## src/logic/int_pipe_pkg.sv

```systemverilog
`default_nettype none

package int_pipe_pkg;

    typedef logic [31:0] word_t;
    typedef logic [31:0] instr_t;
    typedef logic [4:0]  reg_addr_t;
    typedef logic [4:0]  shamt_t;

    // ALU function select
    typedef enum logic [2:0]
    {
        ALU_ADD  = 3'b000,
        ALU_SUB  = 3'b001,
        ALU_SLT  = 3'b010,
        ALU_SLTU = 3'b011,
        ALU_AND  = 3'b100,
        ALU_NOR  = 3'b101,
        ALU_OR   = 3'b110,
        ALU_XOR  = 3'b111
    } alu_op_e;

    typedef enum logic [1:0]
    {
        SFT_LUI = 2'b00,
        SFT_SLL = 2'b01,
        SFT_SRA = 2'b10,
        SFT_SRL = 2'b11
    } sft_op_e;

    typedef enum logic [1:0]
    {
        OUT_ALU   = 2'b00,
        OUT_SHIFT = 2'b01,
        OUT_MOVE  = 2'b10,
        OUT_NONE  = 2'b11
    } out_sel_e;

    // Primary opcodes
    localparam logic [5:0] OP_SPECIAL = 6'b000000;
    localparam logic [5:0] OP_ADDI    = 6'b001000;
    localparam logic [5:0] OP_ADDIU   = 6'b001001;
    localparam logic [5:0] OP_SLTI    = 6'b001010;
    localparam logic [5:0] OP_SLTIU   = 6'b001011;
    localparam logic [5:0] OP_ANDI    = 6'b001100;
    localparam logic [5:0] OP_ORI     = 6'b001101;
    localparam logic [5:0] OP_XORI    = 6'b001110;
    localparam logic [5:0] OP_LUI     = 6'b001111;

    // SPECIAL funct field
    localparam logic [5:0] FN_SLL  = 6'b000000;
    localparam logic [5:0] FN_SRL  = 6'b000010;
    localparam logic [5:0] FN_SRA  = 6'b000011;
    localparam logic [5:0] FN_SLLV = 6'b000100;
    localparam logic [5:0] FN_SRLV = 6'b000110;
    localparam logic [5:0] FN_SRAV = 6'b000111;
    localparam logic [5:0] FN_MOVZ = 6'b001010;
    localparam logic [5:0] FN_MOVN = 6'b001011;
    localparam logic [5:0] FN_SYNC = 6'b001111;
    localparam logic [5:0] FN_ADD  = 6'b100000;
    localparam logic [5:0] FN_ADDU = 6'b100001;
    localparam logic [5:0] FN_SUB  = 6'b100010;
    localparam logic [5:0] FN_SUBU = 6'b100011;
    localparam logic [5:0] FN_AND  = 6'b100100;
    localparam logic [5:0] FN_OR   = 6'b100101;
    localparam logic [5:0] FN_XOR  = 6'b100110;
    localparam logic [5:0] FN_NOR  = 6'b100111;
    localparam logic [5:0] FN_SLT  = 6'b101010;
    localparam logic [5:0] FN_SLTU = 6'b101011;

endpackage

`default_nettype wire

```

## src/logic/pipe_if.sv

```systemverilog
`timescale 1ns/1ps
`default_nettype none

interface dec_exec_if;
    import int_pipe_pkg::*;

    logic      valid;
    logic      ready;
    alu_op_e   alu_op;
    sft_op_e   sft_op;
    out_sel_e  out_sel;
    logic      srcb_imm;                // Operand B from immediate
    logic      sft_var;                 // Shift amount from rs
    logic      reg_write;
    logic      move_on_zero;
    logic      move_on_nonzero;
    logic      reserved;
    reg_addr_t dest;
    word_t     rs_val;
    word_t     rt_val;
    word_t     imm_ext;
    shamt_t    shamt;

    modport src (output valid, alu_op, sft_op, out_sel, srcb_imm, sft_var, reg_write,
                 move_on_zero, move_on_nonzero, reserved, dest, rs_val, rt_val, imm_ext,
                 shamt, input ready);
    modport dst (input valid, alu_op, sft_op, out_sel, srcb_imm, sft_var, reg_write,
                 move_on_zero, move_on_nonzero, reserved, dest, rs_val, rt_val, imm_ext,
                 shamt, output ready);
endinterface

interface exec_res_if;
    import int_pipe_pkg::*;

    logic      valid;
    logic      ready;
    word_t     alu_res;
    word_t     sft_res;
    word_t     move_val;
    logic      rt_zero;
    out_sel_e  out_sel;
    logic      reg_write;
    logic      move_on_zero;
    logic      move_on_nonzero;
    logic      reserved;
    reg_addr_t dest;

    modport src (output valid, alu_res, sft_res, move_val, rt_zero, out_sel, reg_write,
                 move_on_zero, move_on_nonzero, reserved, dest, input ready);
    modport dst (input valid, alu_res, sft_res, move_val, rt_zero, out_sel, reg_write,
                 move_on_zero, move_on_nonzero, reserved, dest, output ready);
endinterface

`default_nettype wire

```

## src/logic/instr_decoder.sv

```systemverilog
`timescale 1ns/1ps
`default_nettype none

module instr_decoder (
    input  logic                  clk,
    input  logic                  reset,
    input  logic                  in_valid,
    output logic                  in_ready,
    input  int_pipe_pkg::instr_t  instr,
    input  int_pipe_pkg::word_t   rs_data,
    input  int_pipe_pkg::word_t   rt_data,
    dec_exec_if.src               down
);
    import int_pipe_pkg::*;

    logic [5:0] opcode;
    logic [5:0] funct;
    logic [15:0] imm;
    alu_op_e    alu_op;
    sft_op_e    sft_op;
    out_sel_e   out_sel;
    logic       srcb_imm;
    logic       sft_var;
    logic       reg_write;
    logic       move_on_zero;
    logic       move_on_nonzero;
    logic       reserved;
    logic       imm_sign;
    logic       rd_dest;
    reg_addr_t  dest;
    word_t      imm_ext;

    assign opcode = instr[31:26];
    assign funct  = instr[5:0];
    assign imm    = instr[15:0];

    always_comb
    begin
        // Defaults describe an immediate ALU op
        alu_op          = ALU_ADD;
        sft_op          = SFT_LUI;
        out_sel         = OUT_ALU;
        srcb_imm        = 1'b1;
        sft_var         = 1'b0;
        reg_write       = 1'b1;
        move_on_zero    = 1'b0;
        move_on_nonzero = 1'b0;
        reserved        = 1'b0;
        imm_sign        = 1'b0;
        rd_dest         = 1'b0;
        case (opcode)
            OP_SPECIAL:
            begin
                srcb_imm = 1'b0;
                rd_dest  = 1'b1;
                case (funct)
                    FN_ADD, FN_ADDU: alu_op = ALU_ADD;   // No overflow trap
                    FN_SUB, FN_SUBU: alu_op = ALU_SUB;
                    FN_SLT:          alu_op = ALU_SLT;
                    FN_SLTU:         alu_op = ALU_SLTU;
                    FN_AND:          alu_op = ALU_AND;
                    FN_OR:           alu_op = ALU_OR;
                    FN_XOR:          alu_op = ALU_XOR;
                    FN_NOR:          alu_op = ALU_NOR;
                    FN_SLL, FN_SLLV:
                    begin
                        out_sel = OUT_SHIFT;
                        sft_op  = SFT_SLL;
                        sft_var = funct[2];      // Set for the V forms
                    end
                    FN_SRL, FN_SRLV:
                    begin
                        out_sel = OUT_SHIFT;
                        sft_op  = SFT_SRL;
                        sft_var = funct[2];
                    end
                    FN_SRA, FN_SRAV:
                    begin
                        out_sel = OUT_SHIFT;
                        sft_op  = SFT_SRA;
                        sft_var = funct[2];
                    end
                    FN_MOVZ:
                    begin
                        out_sel      = OUT_MOVE;
                        reg_write    = 1'b0;     // Resolved after execute
                        move_on_zero = 1'b1;
                    end
                    FN_MOVN:
                    begin
                        out_sel         = OUT_MOVE;
                        reg_write       = 1'b0;
                        move_on_nonzero = 1'b1;
                    end
                    FN_SYNC:
                    begin
                        out_sel   = OUT_NONE;
                        reg_write = 1'b0;
                    end
                    default:
                    begin
                        out_sel   = OUT_NONE;
                        reg_write = 1'b0;
                        reserved  = 1'b1;
                    end
                endcase
            end
            OP_ADDI, OP_ADDIU:
            begin
                alu_op   = ALU_ADD;
                imm_sign = 1'b1;
            end
            OP_SLTI:
            begin
                alu_op   = ALU_SLT;
                imm_sign = 1'b1;
            end
            OP_SLTIU:
            begin
                alu_op   = ALU_SLTU;
                imm_sign = 1'b1;
            end
            OP_ANDI: alu_op  = ALU_AND;
            OP_ORI:  alu_op  = ALU_OR;
            OP_XORI: alu_op  = ALU_XOR;
            OP_LUI:  out_sel = OUT_SHIFT;
            default:
            begin
                out_sel   = OUT_NONE;
                reg_write = 1'b0;
                reserved  = 1'b1;
            end
        endcase
    end

    assign dest    = rd_dest ? instr[15:11] : instr[20:16];
    assign imm_ext = imm_sign ? {{16{imm[15]}}, imm} : {16'h0000, imm};

    assign in_ready = !down.valid || down.ready;

    always_ff @(posedge clk)
    begin
        if (reset)
            down.valid <= 1'b0;
        else if (in_ready)
            down.valid <= in_valid;
    end

    always_ff @(posedge clk)
    begin
        if (in_valid && in_ready)
        begin
            down.alu_op          <= alu_op;
            down.sft_op          <= sft_op;
            down.out_sel         <= out_sel;
            down.srcb_imm        <= srcb_imm;
            down.sft_var         <= sft_var;
            down.reg_write       <= reg_write;
            down.move_on_zero    <= move_on_zero;
            down.move_on_nonzero <= move_on_nonzero;
            down.reserved        <= reserved;
            down.dest            <= dest;
            down.rs_val          <= rs_data;
            down.rt_val          <= rt_data;
            down.imm_ext         <= imm_ext;
            down.shamt           <= instr[10:6];
        end
    end

endmodule

`default_nettype wire

```

## src/logic/exec_unit.sv

```systemverilog
`timescale 1ns/1ps
`default_nettype none

module exec_unit (
    input  logic       clk,
    input  logic       reset,
    dec_exec_if.dst    up,
    exec_res_if.src    down
);
    import int_pipe_pkg::*;

    word_t  srcb;
    word_t  alu_res;
    word_t  sft_res;
    shamt_t sft_amt;

    assign srcb    = up.srcb_imm ? up.imm_ext : up.rt_val;
    assign sft_amt = up.sft_var ? up.rs_val[4:0] : up.shamt;

    always_comb
    begin
        case (up.alu_op)
            ALU_ADD:  alu_res = up.rs_val + srcb;
            ALU_SUB:  alu_res = up.rs_val - srcb;
            ALU_SLT:  alu_res = {31'b0, $signed(up.rs_val) < $signed(srcb)};
            ALU_SLTU: alu_res = {31'b0, up.rs_val < srcb};
            ALU_AND:  alu_res = up.rs_val & srcb;
            ALU_NOR:  alu_res = ~(up.rs_val | srcb);
            ALU_OR:   alu_res = up.rs_val | srcb;
            ALU_XOR:  alu_res = up.rs_val ^ srcb;
            default:  alu_res = '0;
        endcase
    end

    always_comb
    begin
        case (up.sft_op)
            SFT_LUI: sft_res = {up.imm_ext[15:0], 16'h0000};
            SFT_SLL: sft_res = up.rt_val << sft_amt;
            SFT_SRA: sft_res = $signed(up.rt_val) >>> sft_amt;   // Sign fill
            SFT_SRL: sft_res = up.rt_val >> sft_amt;
            default: sft_res = '0;
        endcase
    end

    assign up.ready = !down.valid || down.ready;

    always_ff @(posedge clk)
    begin
        if (reset)
            down.valid <= 1'b0;
        else if (up.ready)
            down.valid <= up.valid;
    end

    always_ff @(posedge clk)
    begin
        if (up.valid && up.ready)
        begin
            down.alu_res         <= alu_res;
            down.sft_res         <= sft_res;
            down.move_val        <= up.rs_val;
            down.rt_zero         <= (up.rt_val == '0);   // For MOVZ and MOVN
            down.out_sel         <= up.out_sel;
            down.reg_write       <= up.reg_write;
            down.move_on_zero    <= up.move_on_zero;
            down.move_on_nonzero <= up.move_on_nonzero;
            down.reserved        <= up.reserved;
            down.dest            <= up.dest;
        end
    end

    // A stalled record stays put until the writeback stage takes it
    a_hold_on_stall: assert property (@(posedge clk) disable iff (reset)
        down.valid && !down.ready |=> down.valid && $stable(down.alu_res));

endmodule

`default_nettype wire

```

## src/logic/result_stage.sv

```systemverilog
`timescale 1ns/1ps
`default_nettype none

module result_stage (
    input  logic                     clk,
    input  logic                     reset,
    exec_res_if.dst                  up,
    output logic                     out_valid,
    input  logic                     out_ready,
    output logic                     out_wen,
    output int_pipe_pkg::reg_addr_t  out_dest,
    output int_pipe_pkg::word_t      out_data,
    output logic                     out_reserved
);
    import int_pipe_pkg::*;

    word_t     sel_data;
    reg_addr_t sel_dest;
    logic      sel_wen;

    always_comb
    begin
        case (up.out_sel)
            OUT_ALU:   sel_data = up.alu_res;
            OUT_SHIFT: sel_data = up.sft_res;
            OUT_MOVE:  sel_data = up.move_val;
            default:   sel_data = '0;          // SYNC and reserved
        endcase
    end

    assign sel_dest = (up.out_sel == OUT_NONE) ? '0 : up.dest;
    assign sel_wen  = up.reg_write
                   || (up.move_on_zero && up.rt_zero)
                   || (up.move_on_nonzero && !up.rt_zero);

    assign up.ready = !out_valid || out_ready;

    always_ff @(posedge clk)
    begin
        if (reset)
            out_valid <= 1'b0;
        else if (up.ready)
            out_valid <= up.valid;
    end

    always_ff @(posedge clk)
    begin
        if (up.valid && up.ready)
        begin
            out_wen      <= sel_wen;
            out_dest     <= sel_dest;
            out_data     <= sel_data;
            out_reserved <= up.reserved;
        end
    end

    // Reserved encodings never write the register file
    a_reserved_no_write: assert property (@(posedge clk) disable iff (reset)
        out_valid && out_reserved |-> !out_wen);

endmodule

`default_nettype wire

```

## src/logic/int_pipe_top.sv

```systemverilog
`timescale 1ns/1ps
`default_nettype none

module int_pipe_top (
    input  logic                     clk,
    input  logic                     reset,
    input  logic                     in_valid,
    output logic                     in_ready,
    input  int_pipe_pkg::instr_t     instr,
    input  int_pipe_pkg::word_t      rs_data,
    input  int_pipe_pkg::word_t      rt_data,
    output logic                     out_valid,
    input  logic                     out_ready,
    output logic                     out_wen,
    output int_pipe_pkg::reg_addr_t  out_dest,
    output int_pipe_pkg::word_t      out_data,
    output logic                     out_reserved
);

    dec_exec_if u_dec_exec_if ();
    exec_res_if u_exec_res_if ();

    instr_decoder u_instr_decoder (
        .clk      (clk),
        .reset    (reset),
        .in_valid (in_valid),
        .in_ready (in_ready),
        .instr    (instr),
        .rs_data  (rs_data),
        .rt_data  (rt_data),
        .down     (u_dec_exec_if.src)
    );

    exec_unit u_exec_unit (
        .clk   (clk),
        .reset (reset),
        .up    (u_dec_exec_if.dst),
        .down  (u_exec_res_if.src)
    );

    result_stage u_result_stage (
        .clk          (clk),
        .reset        (reset),
        .up           (u_exec_res_if.dst),
        .out_valid    (out_valid),
        .out_ready    (out_ready),
        .out_wen      (out_wen),
        .out_dest     (out_dest),
        .out_data     (out_data),
        .out_reserved (out_reserved)
    );

endmodule

`default_nettype wire

```

## config.mk

```make
export PLATFORM = sky130hd
export DESIGN_NAME = int_pipe_top
export DESIGN_NICKNAME = d
export VERILOG_FILES = /design/src/logic/int_pipe_pkg.sv /design/src/logic/pipe_if.sv /design/src/logic/instr_decoder.sv /design/src/logic/exec_unit.sv /design/src/logic/result_stage.sv /design/src/logic/int_pipe_top.sv
export SDC_FILE = /design/constraint.sdc
export NUM_CORES = 1
export LEC_CHECK = 0
export BUFFER_PORTS_ARGS = -buffer_cell sky130_fd_sc_hd__buf_2
export CAP_MARGIN = 20
export CORE_ASPECT_RATIO = 1.4
export CORE_MARGIN = 1
export CORE_UTILIZATION = 30
export CTS_CLUSTER_SIZE = 24
export DETAILED_ROUTE_END_ITERATION = 8
export SYNTH_ARGS = -nofsm -noshare
export SYNTH_HDL_FRONTEND = slang
export SYNTH_SLANG_ARGS = --single-unit
```

## constraint.sdc

```tcl
create_clock -name clk -period 14.4 [get_ports clk]
set_input_delay 0 -clock clk [delete_from_list [all_inputs] [get_ports clk]]
set_output_delay 0 -clock clk [all_outputs]
set_load 0.005 [all_outputs]
```

==> flow_summary_export.csv <==
group,metric,value,unit
power,sequentialPowerShare,38.5,%
synth,synth-seq-area-share,39.7,%
cts,post_cts.repair.setup_buffers,0,
timing,finalHoldViolations,0,
setup_path,worstReg2RegEnd,"u_exec_unit.down.alu_res[30]",
synth,synth_area_leader_cell,"sky130_fd_sc_hd__edfxtp_1",
power,total_power_after_layout,2.40,mW
global_routing,grt.total_usage,22.9,%
drt,num_vias,16972,
power,cellInternalPower,1.53,mW
global_routing,pin_count_of_the_biggest_net_entering_global_routing,66,
die,design.die.area,0.0635,sq mm
cts,clkSinkCount,249,
cts,tritoncts_buffers,27,
drt,route.detailed.drc,0,
setup_path,worst-r2r-cell-count,14,
synth,ys_async_sr_fraction,0,%
global_routing,global_route.overflow_total,0,
synth,synth_top_cells_by_count,"sky130_fd_sc_hd__edfxtp_1 (246), sky130_fd_sc_hd__nor2_1 (198), sky130_fd_sc_hd__mux2i_1 (172)",
job,max-cap-violations,0,
die,chipHeight,298,microns
finish,layout.cells.non_filler,2982,
finish,nNetsFinal,2335,
placed_design,placed_cells,2835,
cts,clk_pin_slew,0.06,ns
run_status,outcome,"complete, no violations",
timing,worst_slew_margin_rel,25.6,%
placed_design,place.gp.congestion,0.973,
synth,syn-num-nets,2183,
power,p_comb_share,32.6,%
synth,synth-warning-count,0,
finish,syn_to_final_growth,17.6,%
synth,synth.cell_area,0.0188,sq mm
die,core_region_area,0.0619,sq mm
synth,yosys-top-cells-area,"sky130_fd_sc_hd__edfxtp_1 (39%), sky130_fd_sc_hd__mux2i_1 (9.2%), sky130_fd_sc_hd__ha_1 (6.5%)",
power,power.share.clock,28.9,%
timing,final-max-slew-violation-count,0,
timing,timing.final.crit_period,4.74,ns
global_routing,grt_pass1_vias,16914,
synth,syn-instance-count,1984,
die,initial_cell_density_of_the_core,30.3,%
placed_design,dpl_worst_slack,9.72,ns
timing,rsz_0062_raised_after_global_routing,"false",
cts,clock_tree.htree_level_count,1,
drt,drt-wirelength-per-cell,24.7,microns
setup_path,critical_path_arrival,5.05,ns
power,power_switching_share,36.2,%
timing,tns,0,ns
placed_design,hpwl,53600,microns
timing,achievable-frequency,211,MHz
power,p_sw,0.870,mW
drt,vias_per_cell,5.69,
setup_path,crit_fanout,18,
setup_path,setup.worst_path.start,"u_instr_decoder.down.srcb_imm",
min_path,hold_path.class,"input pin to register",
setup_path,worst-setup-path-type,"register to register",
setup_path,launch_point_of_the_worst_reg_to_reg_path,"u_instr_decoder.down.srcb_imm",
power,p_per_area,109,mW/mm^2
drt,drt_iter0_markers,1315,
synth,yosys.area.top_type_share,39.4,%
setup_path,crit_path_cell_trace,"buf_4 > mux2i_1 > inv_1 > ha_1 > inv_1 > fa_1 > nor2b_1 > o211a_1 > o41a_1 > nor2_1 > o21ai_0 > a221oi_1 > mux2i_1 > nand4_1",
setup_path,cp_max_delay_cell,"sky130_fd_sc_hd__a221oi_1",
timing,clock-skew-final,0.0184,ns
setup_path,crit_path_end_kind,"register",
cts,clockBufferDepth,3,
synth,synth.distinct_cells,82,
drt,first_pass_drt_iterations,7,
drt,detail-route-antenna-nets,0,
die,floorplan.io_pins,141,
drt,wl,73700,microns
finish,layout-drive-gt1-share,13.5,%
timing,worst_slew_pin_slew,1.11,ns
setup_path,critPathMaxStageDelay,0.94,ns
timing,final_min_period_over_clock_period,32.9,%
timing,finalSetupViolations,0,
die,row_count,108,
synth,synth_edf_count,246,
global_routing,grt_pass1_wl,108000,microns
synth,synth_ff_type,"sky130_fd_sc_hd__edfxtp_1",
cts,clock_latency_of_the_later_clocked_register_in_the_worst_skew_pair,0.58,ns
timing,final.setup.worst_slack,9.66,ns
placed_design,placement.io_buffers,135,
synth,yosys_register_bits,249,
setup_path,worst_setup_path_end,"u_exec_unit.down.alu_res[30]",
setup_path,cp.required,14.72,ns
synth,syn_area_per_cell,9.45,sq um
synth,synth_most_common_cell,"sky130_fd_sc_hd__edfxtp_1",
die,die_w,213,microns
power,static_leakage,8.60,nW
timing,fin_hold_ws,0.0806,ns
cts,tritoncts,"built",
setup_path,crit_path_start_kind,"register",
cts,clock-root-buffer,"sky130_fd_sc_hd__clkbuf_16",
global_routing,number_of_antenna_violations_at_the_first_check_in_global_routing,1,
power,vdd_ir_drop_max,0.0787,mV
setup_path,timing.reg2reg.setup_slack,9.66,ns
==> state kept, by name, summed over array words and instances, names as in the netlist, 4 cells and up <==
name / flops
u_instr_decoder.down.rs_val: 32
u_instr_decoder.down.imm_ext: 13
u_exec_unit.down.sft_res: 32
u_exec_unit.down.alu_res: 32
u_exec_unit.down.move_val: 32
u_instr_decoder.down.shamt: 4
u_exec_unit.down.dest: 5
u_result_stage.out_dest: 5
u_instr_decoder.down.rt_val: 32
u_result_stage.out_data: 32
u_instr_decoder.down.dest: 5
==> power groups by stage <==
stage / Combinational, mW / Clock (mW) / Sequential (mW)
6_report: 0.782 / 0.695 / 0.925
2_1_floorplan: 0.523 / 0 / 0.908
5_1_grt: 0.842 / 0.738 / 0.928
3_3_place_gp: 0.738 / 0 / 0.938
3_5_place_dp: 0.746 / 0 / 0.939
4_1_cts: 0.770 / 0.717 / 0.924
==> critical path, delay by kind of cell (launching register included) <==
kind / cells / cell delay [ns]
flip-flops: 1 / 0.32
AND/OR/NAND/NOR: 3 / 0.49
multiplexers: 2 / 0.61
adder cells (fa/ha/maj): 2 / 0.63
buffers and inverters: 3 / 0.54
AO/OA/AOI/OAI: 4 / 1.87
==> per-stage QoR <==
stage | util [%] | instance area [sq um]
global route | 35.6 | 22000
floorplan | - | 18800
finish | 35.6 | 22000
global placement | 32.6 | 20200
detailed placement | 32.7 | 20200
CTS | 35.6 | 22000
==> cells by family after synthesis <==
kind of cell / count (synthesis) / synth area share [%]
flops: 249 / 39.7
mux: 226 / 13.9
compound gates: 601 / 20.9
fa+ha+maj: 99 / 6.68
buf+inv: 261 / 5.54
xor+xnor: 9 / 0.420
simple gates: 539 / 12.9
==> what timing repair did <==
action                    in CTS  in global routing
gates resized for setup        0                  0
hold buffers                  97                  0
hold endpoints to repair     101                  0
==> how the worst min path moves through the flow <==
stage / from / to / slack [ns] / depth (start not counted)
2_1_floorplan: reset / u_instr_decoder.down.valid / 0.07 / 1
3_3_place_gp: rs_data[28] / u_instr_decoder.down.rs_val[28] / 0.18 / 1
3_5_place_dp: rt_data[15] / u_instr_decoder.down.rt_val[15] / 0.18 / 1
4_1_cts: instr[31] / u_instr_decoder.down.srcb_imm / 0.01 / 3
5_1_grt: instr[31] / u_instr_decoder.down.srcb_imm / 0.07 / 3
6_report: instr[31] / u_instr_decoder.down.srcb_imm / 0.08 / 3
==> final cells by class <==
cell class                      instances  area, sq um
Clock buffer                           29          683
Inverter                              120          450
Clock inverter                         20          181
Sequential cell                       249         7450
Tap cell                              825         1030
Antenna cell                            1         2.50
Multi-Input combinational cell       1474        10400
Timing Repair Buffer                  264         1890
Fill cell                            6333        39800
==> per-layer routing <==
metal	global-route usage (%)	up-vias	routed length, microns
li1	-	7737	-
met1	25.7	8373	27000
met2	41.1	669	38400
met3	2.38	193	3640
met4	13.7	0	4640
met5	0	-	0
==> cell usage in the layout, fill, tap and decap left out, types with 12 or more instances in the layout <==
| cell type | instances |
|---|---|
| sky130_fd_sc_hd__or3_1 | 18 |
| sky130_fd_sc_hd__a31oi_1 | 22 |
| sky130_fd_sc_hd__buf_2 | 135 |
| sky130_fd_sc_hd__a21o_1 | 16 |
| sky130_fd_sc_hd__dlygate4sd3_1 | 97 |
| sky130_fd_sc_hd__a21oi_1 | 155 |
| sky130_fd_sc_hd__o21a_1 | 12 |
| sky130_fd_sc_hd__mux2_2 | 29 |
| sky130_fd_sc_hd__nand2b_1 | 14 |
| sky130_fd_sc_hd__clkbuf_16 | 27 |
| sky130_fd_sc_hd__nor2_1 | 198 |
| sky130_fd_sc_hd__nor3_1 | 50 |
| sky130_fd_sc_hd__a221oi_1 | 20 |
| sky130_fd_sc_hd__nand2_1 | 155 |
| sky130_fd_sc_hd__mux2i_1 | 167 |
| sky130_fd_sc_hd__mux4_2 | 24 |
| sky130_fd_sc_hd__o211ai_1 | 38 |
| sky130_fd_sc_hd__buf_4 | 32 |
| sky130_fd_sc_hd__ha_1 | 97 |
| sky130_fd_sc_hd__nor2b_1 | 12 |
| sky130_fd_sc_hd__edfxtp_1 | 246 |
| sky130_fd_sc_hd__nor4_1 | 18 |
| sky130_fd_sc_hd__nand3_1 | 22 |
| sky130_fd_sc_hd__o22ai_1 | 32 |
| sky130_fd_sc_hd__and2_1 | 14 |
| sky130_fd_sc_hd__a211oi_1 | 26 |
| sky130_fd_sc_hd__o21ai_0 | 133 |
| sky130_fd_sc_hd__o31ai_1 | 12 |
| sky130_fd_sc_hd__inv_1 | 117 |
(Power assumes the default switching activity.)
